[src/logic/prf_params.svh]
////////////////////
// sizing constants for the physical register file
// include this wherever a size or the zero register index is needed
////////////////////

`ifndef PRF_PARAMS_SVH
`define PRF_PARAMS_SVH

// number of physical registers held by the file
`define PRF_SIZE 64

// width of one register value in bits
`define PRF_DATA_W 64

// index of the reserved register that always reads as zero
`define PRF_ZERO_IDX 48

`endif

[src/logic/prf_data_pkg.sv]
////////////////////
// register tag and register value types shared by the PRF blocks
// import wherever a tag or a stored value is carried
////////////////////

package prf_data_pkg;

	`include "prf_params.svh"

	////////////////////
	// tags
	////////////////////

	localparam int PRF_TAG_W = $clog2(`PRF_SIZE);	// bits needed to name one entry

	typedef logic [PRF_TAG_W-1:0] prf_tag_t;	// physical register index

	// the zero register as a tag, for compares against incoming indices
	localparam prf_tag_t PRF_ZERO_TAG = prf_tag_t'(`PRF_ZERO_IDX);

	////////////////////
	// values
	////////////////////

	typedef logic [`PRF_DATA_W-1:0] prf_value_t;	// one register's contents

endpackage

[src/logic/prf_free_pkg.sv]
////////////////////
// per-entry bit vector types used for allocation and freeing
// one bit per physical register, bit i stands for entry i
////////////////////

package prf_free_pkg;

	`include "prf_params.svh"

	// availability, free, grant and ready masks all share this shape
	typedef logic [`PRF_SIZE-1:0] prf_vec_t;

	////////////////////
	// fixed masks
	////////////////////

	// only the zero register's bit is set here
	localparam prf_vec_t PRF_ZERO_MASK = prf_vec_t'(1) << `PRF_ZERO_IDX;

	// out of reset every entry is free apart from the zero register,
	// which never enters the free pool at all
	localparam prf_vec_t PRF_AVAIL_RESET = ~PRF_ZERO_MASK;

endpackage

[src/logic/prf_free_list.sv]
////////////////////
// availability bit per physical register
// takes grants from the picker and frees from retirement or a mispredict
////////////////////

`timescale 1ns/100ps

`include "prf_params.svh"

module prf_free_list (
	input  logic                   clock,
	input  logic                   rst_n,
	input  prf_free_pkg::prf_vec_t grant_mask,	// entries allocated this cycle
	input  logic                   free1_valid,	// first retire free
	input  logic                   free2_valid,	// second retire free
	input  prf_data_pkg::prf_tag_t free1_idx,
	input  prf_data_pkg::prf_tag_t free2_idx,
	input  logic                   mispredict_free_valid,	// branch recovery in progress
	input  prf_free_pkg::prf_vec_t mispredict_free_list,	// entries the recovery hands back
	output prf_free_pkg::prf_vec_t available,	// 1 marks a free entry
	output logic                   prf_is_full	// nothing left to allocate
);

	import prf_free_pkg::*;

	prf_vec_t free_mask;	// entries returned to the pool this cycle
	prf_vec_t avail_next;

	////////////////////
	// free mask
	////////////////////

	always_comb
	begin
		free_mask = '0;
		if (mispredict_free_valid)
		begin
			// the recovery list already covers anything retirement would free,
			// so the retire ports are ignored for this cycle
			free_mask = mispredict_free_list;
		end
		else
		begin
			if (free1_valid)
				free_mask[free1_idx] = 1'b1;
			if (free2_valid)
				free_mask[free2_idx] = 1'b1;	// both may name the same entry
		end
	end

	////////////////////
	// next state
	////////////////////

	// grants are applied after frees so an entry handed out this cycle stays taken,
	// and the zero register is masked off whatever the inputs say
	assign avail_next = (available | free_mask) & ~grant_mask & ~PRF_ZERO_MASK;

	always_ff @(posedge clock)
	begin
		if (!rst_n)
			available <= PRF_AVAIL_RESET;	// everything free except the zero register
		else
			available <= avail_next;
	end

	// full when the current pool is empty, independent of this cycle's frees
	assign prf_is_full = (available == '0);

endmodule

[config.mk]
export PLATFORM = sky130hd
export DESIGN_NAME = prf_free_list
export DESIGN_NICKNAME = d
export VERILOG_FILES = /design/src/logic/prf_data_pkg.sv /design/src/logic/prf_free_pkg.sv /design/src/logic/prf_free_list.sv
export VERILOG_INCLUDE_DIRS = /design/src /design/src/logic
export SDC_FILE = /design/constraint.sdc
export NUM_CORES = 1
export LEC_CHECK = 0
export BUFFER_PORTS_ARGS = -buffer_cell sky130_fd_sc_hd__buf_2
export CAP_MARGIN = 20
export CORE_MARGIN = 1.5
export CORE_UTILIZATION = 45
export CTS_BUF_LIST = sky130_fd_sc_hd__clkbuf_8 sky130_fd_sc_hd__clkbuf_16
export CTS_CLUSTER_SIZE = 10
export DETAILED_ROUTE_END_ITERATION = 10
export PLACE_DENSITY = 0.94
export SLEW_MARGIN = 0
export SYNTH_ARGS = -nofsm -noshare
export SYNTH_HDL_FRONTEND = slang
export SYNTH_SLANG_ARGS = --single-unit
[constraint.sdc]
create_clock -name clock -period 1.7 [get_ports clock]
set_input_delay 0.17 -clock clock [delete_from_list [all_inputs] [get_ports clock]]
set_output_delay 0.17 -clock clock [all_outputs]
set_load 0.05 [all_outputs]
### After elaboration in Yosys (flattened, before gate mapping)

Cells that the tools add are included.

* register bits after elaboration: 64
* input port bits: 145
* output and inout port bits: 65
* word-level logic and storage cells: 21

* magnitude comparators: 4
* multiplexer cells: 8
* bitwise operators: 4
* reductions and logical operators: 3

Operators with widths (number)
* $mux W64: 4
* $or A64 B64 Y64: 2
* $and A64 B64 Y64: 1
* $logic_not A64 Y1: 1
* $not A64 Y64: 1
* $lt A6 B7 Y1 const B: 2
* $demux W1 S6: 2
* $ge A6 B1 Y1 const B: 2
* $logic_and A1 B1 Y1: 2
* $mux W1: 2

### Logic depth before layout (Yosys ltp)

* word-level depth: 11
* depth in mapped cells: 5
* depth with buffers taken out: 3

### Worst setup path before layout

OpenSTA, ideal clock, no wires.

* path kind: reg-to-output
* start: register available[61]
* end: output prf_is_full
* arrival: 2476 ps
* data required time: 1530 ps
* setup slack: -946 ps
* stages on the path, launching flop included: 4
* buffers on the path: 0
* path through: dfxtp_1 nor4_1 nand4_1 nor4_1

* word-level cells in the longest chain between the ends: 1

RTL lines
* start, declared: line prf_free_list.sv:20 `output prf_free_pkg::prf_vec_t available,`
* start signal, assigned: line prf_free_list.sv:64 `available <= avail_next;`
* $logic_not A64 Y1: line prf_free_list.sv:68 `assign prf_is_full = (available == '0);`
* end, declared: line prf_free_list.sv:21 `output logic prf_is_full`

Every way passes these cells.

### Final worst setup path

* start: register available[33]
* end: output prf_is_full

Same word-level chain as after synthesis.

==> out/qor.csv <==
metric,value,unit
failing checks,negative setup slack,
Die W,93.7,µm
reg2reg path depth,4,
register area share after synthesis,0.341,
Syn Nets,572,
worst skew pair latency,0.35,ns
max reg flops,63,
Routed WL,14.6,mm
Final ANT Viol Nets,0,
synth top area cells,"dfxtp_1, o31a_1, nor3b_1",
Synth Area in XOR/XNOR,0,
Adder-Cell Fraction of Synth Area,0,
Cells after Synth,427,
first-pass GRT wire length,22.2,mm
"Hold-fix buffers, CTS",0,
clock sinks,63,
Top reg by flops,available,
crit path capture,prf_is_full,
cell internal pwr,2.71,mW
Post-synth EDFFs,0,
total number of yosys warnings,0,
clk buf depth,2,
FP Rows,32,
Setup CP Type,register to output pin,
CTS Buf Count,9,
Peak VDD IR,0.000619,V
drt drc,0,
Switching Power,1.61,mW
Worst EP required,1.53,ns
Compound-Gate Fraction of Synth Area,0.337,
DR vias,4664,
Crit path largest cell delay,0.38,ns
"Async S/R FF share, synth",0,
Syn-to-layout area delta,39.4,%
largest net degree at the start of global routing,64,
main combinational cell family by area after synthesis,compound AO/OA/AOI/OAI gates,
Final Critical Period,2.04,ns
post-synthesis register bit count,63,
Leakage,1.92,nW
CTS Root Cell,clkbuf_8,
crit path launch type,register,
hold crit path type,primary input to register,
CP Capture Type,output pin,
average routed wire per standard cell,20.1,µm
slowest cell on the critical path,nor4_1,
Initial Utilization,0.472,
Finished Core Util,0.658,
top post-synthesis cells by count,"dfxtp_1, nor3b_1, o21ai_0",
Ports,210,
H-tree depth,3,
Worst setup startpoint,available[33],
status,"finished, violations left",
Worst Path Max Fanout,4,
reg2reg setup slack,0.63,ns
share of the synthesized area in the top cell type,0.341,
Max Transition Viols Final,0,
Worst Tran Pin Value,0.513,ns
Synth Flop Type,dfxtp_1,
share of the clock period used by the worst path,1.20,
gr ovfl total,0,
Detailed Place HPWL,10.8,mm
hold slack,0.0948,ns
Final Worst Setup Slack,-0.341,ns
routability cong.,0.905,
Worst-path clk slew,0.08,ns
Die Ht,93.7,µm
biggest regs,available: 63 flops,
"Hold Vio Cnt, Final",0,
clk_skew,0,ns
sw frac,0.373,
post-synth cell types,27,
n_diodes,0,
Yosys top cell by area,dfxtp_1,
initial antenna violation count,0,
CORE AREA,0.00785,mm²
initial drt markers,560,
Clk network pwr share,0.295,
WP data arrival,1.87,ns
number of global-route vias before repair,4436,
MaxCap Viol Count,0,
vias per cell,6.44,
PwrDens,837,mW/mm²
# setup viols final,1,
I/O Buffers,206,
DIE AREA,0.00878,mm²
Rel. slew slack,0.656,
Peak Freq,0.490,GHz
reg2reg start,available[57],
unrepaired setup endpoints after global routing,yes,
Total GRT Usage,0.326,
critical-path cell list,"nor4_1, nand4_1, nor4_4, buf_6",
Reg power frac,0.412,
Synth Cell Area,0.00370,mm²
clock tree from TritonCTS,built,
Simple-Gate Fraction of Synth Area,0.261,
Final nets,762,
RR Endpoint,available[57],
Comb power frac,0.294,
Tot Pwr,4.32,mW
synthesized area per cell,8.67,µm²
mux cell area share after synthesis,0,
router iterations before antenna repair,7,
share of layout cells above drive strength 1,0.479,
==> power by group through the flow <==
stage,Clock [mW],Sequential (mW),Combinational [mW]
5_1_grt,1.35,1.80,1.33
2_1_floorplan,0,2.24,0.367
6_report,1.27,1.78,1.27
4_1_cts,1.26,1.77,1.26
3_3_place_gp,0,1.78,1.22
3_5_place_dp,0,1.79,1.25
==> worst min path at each step <==
stage	cells past startpoint	from	end
after floorplan	2	grant_mask[16]	available[16]
after global placement	3	grant_mask[9]	available[9]
after detailed placement	3	grant_mask[31]	available[31]
after CTS	3	grant_mask[15]	available[15]
after global routing	3	grant_mask[28]	available[28]
final	3	grant_mask[15]	available[15]
==> cell families after synthesis <==
kind of cell,Yosys count
other,1
DFF,63
and+or+nand+nor,130
AOI/OAI and AO/OA,184
buffers and inverters,49
==> routing by layer <==
metal,GRT usage,share of wire,routed length [µm]
met1,0.385,0.38,5510
met2,0.543,0.48,6970
met3,0.108,0.11,1650
met4,0.133,0.032,464
met5,0,0,0
==> placed cells by master (no fill, tap or decap), types with 2 or more instances in the layout <==
cell type / Yosys / layout
buf_2: 20 / 205
nor3b_1: 63 / 63
o21ai_0: 63 / 63
o31a_1: 58 / 58
o22ai_1: 57 / 57
dfxtp_2: 0 / 35
buf_4: 1 / 21
dfxtp_1: 63 / 20
nor4_1: 18 / 11
clkbuf_8: 0 / 10
dfxtp_4: 0 / 8
nand3b_1: 7 / 7
nand4b_1: 7 / 7
nand4bb_1: 7 / 7
nand4_1: 6 / 6
nor2_1: 5 / 5
o41a_1: 5 / 5
nor4_2: 0 / 4
nor4_4: 0 / 3
nor4b_1: 3 / 3
or3b_1: 3 / 3
or3b_2: 3 / 3
inv_4: 0 / 3
or4b_1: 2 / 2
or3_1: 2 / 2
nand3_1: 2 / 2
==> cell type report <==
| class | count | area [µm²] |
|---|---|---|
| fillers | 682 | 2690 |
| flip-flops and latches | 63 | 1340 |
| repair buffers | 228 | 1210 |
| clock buffers | 11 | 163 |
| clock inverters | 5 | 27.5 |
| well taps | 102 | 128 |
| multi-input cells | 315 | 2290 |
==> timing repair <==
action | in CTS | in global routing
buffers inserted | 1 | 0
setup endpoints to repair | 1 | 1
gates resized for setup | 8 | 4
pin swaps | 2 | 2
==> worst max-delay path: cells and delay by family, from the launching register on <==
family	cells	cell delay, ns
buf+inv	1	0.20
simple gates	3	0.98
flops	1	0.34
==> through the flow <==
stage	cells	setup slack (ns)	cell area (µm²)	setup TNS, ns
floorplan	427	0.00724	3790	0
global placement	707	-0.134	4900	-0.134
detailed placement	707	-0.113	4900	-0.113
CTS	724	-0.315	5130	-0.315
global route	724	-0.362	5160	-0.362
finish	724	-0.341	5160	-0.341
Note: power is estimated with default switching activity, not from simulation.
