==> src/logic/prf_params.svh <==
////////////////////
// sizing constants for the physical register file
// include this wherever a size or the zero register index is needed
////////////////////

`ifndef PRF_PARAMS_SVH
`define PRF_PARAMS_SVH

// number of physical registers held by the file
`define PRF_SIZE 64

// width of one register value in bits
`define PRF_DATA_W 64

// index of the reserved register that always reads as zero
`define PRF_ZERO_IDX 48

`endif

==> src/logic/prf_data_pkg.sv <==
////////////////////
// register tag and register value types shared by the PRF blocks
// import wherever a tag or a stored value is carried
////////////////////

package prf_data_pkg;

	`include "prf_params.svh"

	////////////////////
	// tags
	////////////////////

	localparam int PRF_TAG_W = $clog2(`PRF_SIZE);	// bits needed to name one entry

	typedef logic [PRF_TAG_W-1:0] prf_tag_t;	// physical register index

	// the zero register as a tag, for compares against incoming indices
	localparam prf_tag_t PRF_ZERO_TAG = prf_tag_t'(`PRF_ZERO_IDX);

	////////////////////
	// values
	////////////////////

	typedef logic [`PRF_DATA_W-1:0] prf_value_t;	// one register's contents

endpackage

==> src/logic/prf_free_pkg.sv <==
////////////////////
// per-entry bit vector types used for allocation and freeing
// one bit per physical register, bit i stands for entry i
////////////////////

package prf_free_pkg;

	`include "prf_params.svh"

	// availability, free, grant and ready masks all share this shape
	typedef logic [`PRF_SIZE-1:0] prf_vec_t;

	////////////////////
	// fixed masks
	////////////////////

	// only the zero register's bit is set here
	localparam prf_vec_t PRF_ZERO_MASK = prf_vec_t'(1) << `PRF_ZERO_IDX;

	// out of reset every entry is free apart from the zero register,
	// which never enters the free pool at all
	localparam prf_vec_t PRF_AVAIL_RESET = ~PRF_ZERO_MASK;

endpackage

==> src/logic/prf_alloc_picker.sv <==
////////////////////
// chooses up to two free entries per cycle for the renamer
// purely combinational, the grant mask goes on to the free list and entry array
////////////////////

`timescale 1ns/100ps

`include "prf_params.svh"

module prf_alloc_picker (
	input  logic                   alloc_req1,	// renamer wants a first register
	input  logic                   alloc_req2,	// renamer wants a (second) register
	input  prf_free_pkg::prf_vec_t available,	// 1 marks an entry that can be handed out
	output prf_free_pkg::prf_vec_t grant_mask,	// entries taken this cycle
	output logic                   alloc_valid1,
	output logic                   alloc_valid2,
	output prf_data_pkg::prf_tag_t alloc_idx1,
	output prf_data_pkg::prf_tag_t alloc_idx2
);

	import prf_data_pkg::*;
	import prf_free_pkg::*;

	// lowest set bit of a mask, or 0 when the mask is empty
	function automatic prf_tag_t lowest_index(input prf_vec_t vec);
		prf_tag_t idx;
		idx = '0;
		for (int i = `PRF_SIZE-1; i >= 0; i--)	// scan downward so the lowest hit lands last
		begin
			if (vec[i])
				idx = prf_tag_t'(i);
		end
		return idx;
	endfunction

	prf_vec_t avail_rest;	// availability with the first pick taken out
	prf_tag_t first_idx;
	prf_tag_t second_idx;
	logic     first_ok;	// at least one entry free
	logic     second_ok;	// at least two entries free

	////////////////////
	// two-level scan
	////////////////////

	assign first_idx  = lowest_index(available);
	assign first_ok   = |available;
	assign avail_rest = available & ~(prf_vec_t'(1) << first_idx);
	assign second_idx = lowest_index(avail_rest);
	assign second_ok  = |avail_rest;

	// req1 always takes the lowest entry, req2 takes the next one when req1 is also up
	always_comb
	begin
		alloc_valid1 = alloc_req1 & first_ok;
		alloc_idx1   = alloc_valid1 ? first_idx : '0;
		alloc_valid2 = alloc_req2 & (alloc_req1 ? second_ok : first_ok);
		alloc_idx2   = '0;
		if (alloc_valid2)
			alloc_idx2 = alloc_req1 ? second_idx : first_idx;

		// only granted entries show up in the mask
		grant_mask = '0;
		if (alloc_valid1)
			grant_mask[alloc_idx1] = 1'b1;
		if (alloc_valid2)
			grant_mask[alloc_idx2] = 1'b1;
	end

endmodule

==> config.mk <==
export PLATFORM = sky130hd
export DESIGN_NAME = prf_alloc_picker
export DESIGN_NICKNAME = d
export VERILOG_FILES = /design/src/logic/prf_data_pkg.sv /design/src/logic/prf_free_pkg.sv /design/src/logic/prf_alloc_picker.sv
export VERILOG_INCLUDE_DIRS = /design/src /design/src/logic
export SDC_FILE = /design/constraint.sdc
export NUM_CORES = 1
export LEC_CHECK = 0
export BUFFER_PORTS_ARGS = -buffer_cell sky130_fd_sc_hd__buf_2
export CAP_MARGIN = 20
export CORE_UTILIZATION = 25
export DETAILED_ROUTE_END_ITERATION = 6
export GPL_TIMING_DRIVEN = 0
export PLACE_DENSITY_LB_ADDON = 0.08
export SLEW_MARGIN = 20
export SYNTH_ARGS = -nofsm -noshare
export SYNTH_HDL_FRONTEND = slang
export SYNTH_SLANG_ARGS = --single-unit
==> constraint.sdc <==
create_clock -name vclk -period 6
set_input_delay 0.3 -clock vclk [all_inputs]
set_output_delay 0.3 -clock vclk [all_outputs]
set_load 0.1 [all_outputs]
# Word-level counts from Yosys, hierarchy flattened
# Index checks and enable logic that the tools add are counted.
dict set report op_classes {
  magnitude_cmp 4
  shift 1
  mux 138
  bitwise 5
  n_reduce_logical 4
}
# operator n
set ops {}
lappend ops {{2-to-1 mux 6 bit} 131}
lappend ops {{2-to-1 mux 64 bit} 2}
lappend ops {{OR reduction 64 bit} 2}
lappend ops {{bitwise AND 64 bit} 1}
lappend ops {{NOT 64 bit} 1}
lappend ops {{OR 64 bit} 1}
lappend ops {{<< shifter 1 x 6 -> 64 bit (first input constant)} 1}
lappend ops {{< comparator 6 x 7 -> 1 bit (second input constant)} 2}
lappend ops {{demux 1 bit (select 6 bit)} 2}
lappend ops {{greater-or-equal comparator 6 x 1 -> 1 bit (second input constant)} 2}
lappend ops {{2-to-1 mux 1 bit} 3}
lappend ops {{bitwise AND 1 bit} 2}
lappend ops {{logical AND 1 bit} 2}
dict set report totals {
  regBits 0
  in_bits 66
  out_inout_bits 78
  word_cells 152
}

# Depth between registers and ports, before layout
dict set report depth {
  ltp_word 139
  mapped_depth 19
  ltp_nobuf 15
}

# Worst setup path before layout
# No wires, ideal clock.
dict set report synth_path {
  path_kind {input to output}
  startpoint {input port available[21]}
  endpoint {output port grant_mask[4]}
  arrival_time_ps 7169
  t_required_ps 5700
  setup_slack_ps -1469
  stages 16
  path_cell_list {clkbuf_1 -> or4_1 -> nor2_1 -> o221ai_2 -> a41oi_1 -> clkbuf_1 -> nor2_1 -> a31oi_1 -> a32oi_1 -> nand2b_1 -> nor2_1 -> a41o_1 -> inv_1 -> nand2b_1 -> clkbuf_1 -> o41ai_1}
}
dict set report synth_via {
  word_cells_on_any_way 110
  classes_between {order compare (4); shift (1); mux (96); bitwise (5); reduce/logical (4)}
}
# item line_no
set synth_lines {}
lappend synth_lines {{start, declared} prf_alloc_picker.sv:13} ;# input prf_free_pkg::prf_vec_t available,
lappend synth_lines {{2-to-1 mux 6 bit (22 in series)} prf_alloc_picker.sv:30} ;# if (vec[i])
lappend synth_lines {{<< shifter 1 x 6 -> 64 bit} prf_alloc_picker.sv:48} ;# assign avail_rest = available & ~(prf_vec_t'(1) << first_idx);
lappend synth_lines {{NOT 64 bit} prf_alloc_picker.sv:48}
lappend synth_lines {{bitwise AND 64 bit} prf_alloc_picker.sv:48}
lappend synth_lines {{OR reduction 64 bit} prf_alloc_picker.sv:50} ;# assign second_ok = |avail_rest;
lappend synth_lines {{2-to-1 mux 1 bit (*)} prf_alloc_picker.sv:57} ;# alloc_valid2 = alloc_req2 & (alloc_req1 ? second_ok : first_ok);
lappend synth_lines {{bitwise AND 1 bit (*)} prf_alloc_picker.sv:57}
lappend synth_lines {{net alloc_valid2} prf_alloc_picker.sv:16} ;# output logic alloc_valid2,
lappend synth_lines {{2-to-1 mux 6 bit} prf_alloc_picker.sv:59} ;# if (alloc_valid2)
lappend synth_lines {{< comparator 6 x 7 -> 1 bit (implied by the code) / greater-or-equal comparator 6 x 1 -> 1 bit (equally long branches)} prf_alloc_picker.sv:67} ;# grant_mask[alloc_idx2] = 1'b1;
lappend synth_lines {{logical AND 1 bit (implied by the code)} prf_alloc_picker.sv:67}
lappend synth_lines {{2-to-1 mux 1 bit (implied by the code)} prf_alloc_picker.sv:67}
lappend synth_lines {{demux 1 bit (select 6 bit)} prf_alloc_picker.sv:67}
lappend synth_lines {{OR 64 bit (no source line)} --}
lappend synth_lines {{2-to-1 mux 64 bit (*)} prf_alloc_picker.sv:66} ;# if (alloc_valid2)
lappend synth_lines {{end, declared} prf_alloc_picker.sv:14} ;# output prf_free_pkg::prf_vec_t grant_mask,
# The timed path passes the listed nets; every way through them passes the cells marked *.

# Worst setup path after layout
dict set report layout_path {
  startpoint {input port available[34]}
  endpoint {output port grant_mask[60]}
}
dict set report layout_via {
  elab_chain_len 110
  word_cells_on_any_way 123
  classes_between {order compare (4); shift (1); mux (109); bitwise (5); reduce/logical (4)}
}
# item line_no
set layout_rtl {}
lappend layout_rtl {{2-to-1 mux 6 bit (35 in series)} prf_alloc_picker.sv:30}
lappend layout_rtl {{<< shifter 1 x 6 -> 64 bit} prf_alloc_picker.sv:48}
lappend layout_rtl {{NOT 64 bit} prf_alloc_picker.sv:48}
lappend layout_rtl {{bitwise AND 64 bit} prf_alloc_picker.sv:48}
lappend layout_rtl {{2-to-1 mux 6 bit (64 in series)} prf_alloc_picker.sv:30}
lappend layout_rtl {{2-to-1 mux 6 bit} prf_alloc_picker.sv:60} ;# alloc_idx2 = alloc_req1 ? second_idx : first_idx;
lappend layout_rtl {{2-to-1 mux 6 bit} prf_alloc_picker.sv:59}
lappend layout_rtl {{< comparator 6 x 7 -> 1 bit (implied by the code) / greater-or-equal comparator 6 x 1 -> 1 bit (equally long branches)} prf_alloc_picker.sv:67}
lappend layout_rtl {{logical AND 1 bit (implied by the code)} prf_alloc_picker.sv:67}
lappend layout_rtl {{2-to-1 mux 1 bit (implied by the code)} prf_alloc_picker.sv:67}
lappend layout_rtl {{demux 1 bit (select 6 bit)} prf_alloc_picker.sv:67}
lappend layout_rtl {{OR 64 bit (no source line)} --}
lappend layout_rtl {{2-to-1 mux 64 bit (*)} prf_alloc_picker.sv:66}
# Every way passes the cells marked *; elsewhere a longest branch is shown, timed or not.

==> reports/metrics.csv <==
metric,value,unit
CP bufs+invs,5,
Core Region,16700,um2
outcome,"complete, no violations",
maxcap violations,0,
Ys Warns,0,
mean area per synthesized cell,6.37,um2
global placer's final weighted congestion,0.960,
Slew @ Worst Pin,0.811,ns
die height,133,um
fraction of final layout cells sized beyond drive strength 1,35.9,%
Core Rows,47,
Leakage,2.05,nW
setup violators final,0,
Final Hold Slack,1.30,ns
GRT Overall Usage,28.1,%
Mapped Nets,740,
number of DRC markers in iteration 0,692,
Horiz. Die Dim,133,um
Sequential cell area,0,um2
ant diodes,0,
cells along the critical path,clkbuf_1 > or4_1 > a21boi_1 > o2111ai_1 > o22ai_2 > buf_6 > nand3_4 > or4_1 > and2_1 > nor4b_1 > o211ai_1 > a2111oi_4 > o21ai_2 > or2_1 > buf_2 > buf_6 > o32ai_2 > buf_4,
drt wl/cell,25.2,um
first-pass GRT wire length,38500,um
Hold Path Depth,4,
Max Slew Vio Count,0,
Final min period,5.96,ns
CP peak stage delay,0.58,ns
Area after DPL,5720,um2
Yosys top cell area share,7.55,%
Sum Neg Setup Slack,0,ns
Worst Path Required,5.70,ns
Max Fclk,0.168,GHz
largest net degree at the start of global routing,11,
Synth area leaders,"o32ai_1 (7.5%), nor2_1 (6.1%), nand2_1 (4.6%), o21ai_0 (4.5%), o22ai_1 (4.5%)",
Placed Cells,1028,
Die Area,17700,um2
I/O pin cnt,144,
Post-DRT Antenna Nets,0,
Area Growth Syn to Fin,46.1,%
via/cell ratio,6.65,
first-pass iteration count of the detailed router,6,
worst relative slew slack,44.6,%
"Seq/Total Area, Yosys",0,%
Crit Path Max Fanout,10,
Hold EP,grant_mask[4],
DRC,0,
min-delay worst type,in -> out,
crit path kind,in -> out,
Synth cell types,87,
antenna violations before repair,0,
CP startpoint kind,input port,
Power Density,55.3,nW/um2
"Hold Vio Cnt, Final",0,
Max VDD drop,30.2,uV
slowest CP cell,or4_1,
final period utilization,99.3,%
Overflow after GRT,0,
"final std cell area, no fill",6270,um2
CP endpoint kind,primary output,
Worst Min Path Start,alloc_req2,
"area leader, netlist",o32ai_1,
fin nets,893,
Routed WL,26300,um
Worst path top cell family by delay,simple AND/OR/NAND/NOR gates,
Mapped Area,4290,um2
total power draw,0.347,mW
Post-Layout Cell Count,1045,
I/O Buffers,134,
CLK BUF,0,
"count leader, synth",nor2_1,
vias,6954,
Worst Path Arrival,5.66,ns
Starting Density,25.7,%
seq_cells,0,
DPL Wire Length,20400,um
vias in the first global route,6323,
Post-synth top cells,"nor2_1 (70), nand2_1 (53), o21ai_0 (39)",
Synth Instances,674,
[report_power, final]
group / switching (mW) / internal (mW)
registers: 0 / 0
logic: 0.253 / 0.0938
clock network: 0 / 0
[worst max-delay path by stage]
| stage | end | slack [ns] | cells past startpoint | startpoint |
|---|---|---|---|---|
| final | grant_mask[60] | 0.04 | 18 | available[34] |
| after floorplan | grant_mask[52] | -0.99 | 14 | available[3] |
| after global placement | grant_mask[54] | -1.56 | 17 | available[21] |
| after global routing | grant_mask[63] | -0.03 | 19 | available[5] |
| after CTS | grant_mask[52] | -0.01 | 18 | available[56] |
| after detailed placement | grant_mask[5] | -1.48 | 17 | available[62] |
[metrics by stage]
step	util [%]	setup WS, ns
5_1_grt	37.6	-0.0264
3_5_place_dp	34.2	-1.48
6_report	37.6	0.0433
2_1_floorplan	-	-0.993
4_1_cts	35.8	-0.0111
3_3_place_gp	34.2	-1.56
[placed cells by master, fill, tap and decap left out, types with 5 or more instances in the layout]
cell	count
buf_2	94
nor2_1	69
buf_4	54
nand2_1	51
o21ai_0	38
a21oi_1	28
inv_1	25
or4_1	22
nand2b_1	21
o31ai_1	19
o22ai_1	19
o32ai_2	19
nand3_1	18
nor3_1	18
nand4_1	17
clkbuf_4	17
o32ai_4	14
o211ai_1	13
o22ai_2	13
a31oi_1	13
clkbuf_1	10
clkbuf_2	10
o21a_1	10
nor4_1	8
nor2b_1	8
nor4_2	7
o21ai_1	7
and2_1	7
or2_2	6
o2111ai_1	6
buf_6	6
a211o_1	6
nand4b_1	6
o211a_1	5
o31ai_2	5
nand3b_1	5
[routing by layer]
metal  up-vias  routed length, um  track usage (%)
met5         -                  0                0
met4         0                694             7.34
met3        58               2320             4.48
met2       414              11900             45.1
met1      3371              11500             38.7
li1       3111                  -                -
[tightest hold or removal path: cells and delay by family]
family	cells	cell delay, ns
buffers and inverters	2	0.41
AOI/OAI and AO/OA	2	0.28
[cells by family (layout without fill, tap and decap cells)]
logic type | after synthesis | after routing | synth area share, %
AOI/OAI and AO/OA | 305 | 305 | 53.4
buffers and inverters | 67 | 218 | 6.67
and+or+nand+nor | 300 | 300 | 39.4
muxes | 2 | 2 | 0.495
[cell type report]
class	count	area (um2)
inverter	27	105
fill	1856	10400
buffer	39	218
timing repair buffer	152	941
tap	220	275
multi-input combinational	607	4730
[timing repair]
item	in CTS	in global routing
setup endpoints to repair	67	65
hold buffers	0	0
setup buffers	7	11
pin swaps	5	8
hold endpoints to repair	0	0
resized for setup	71	53
Power figures use the tool's default switching activity.
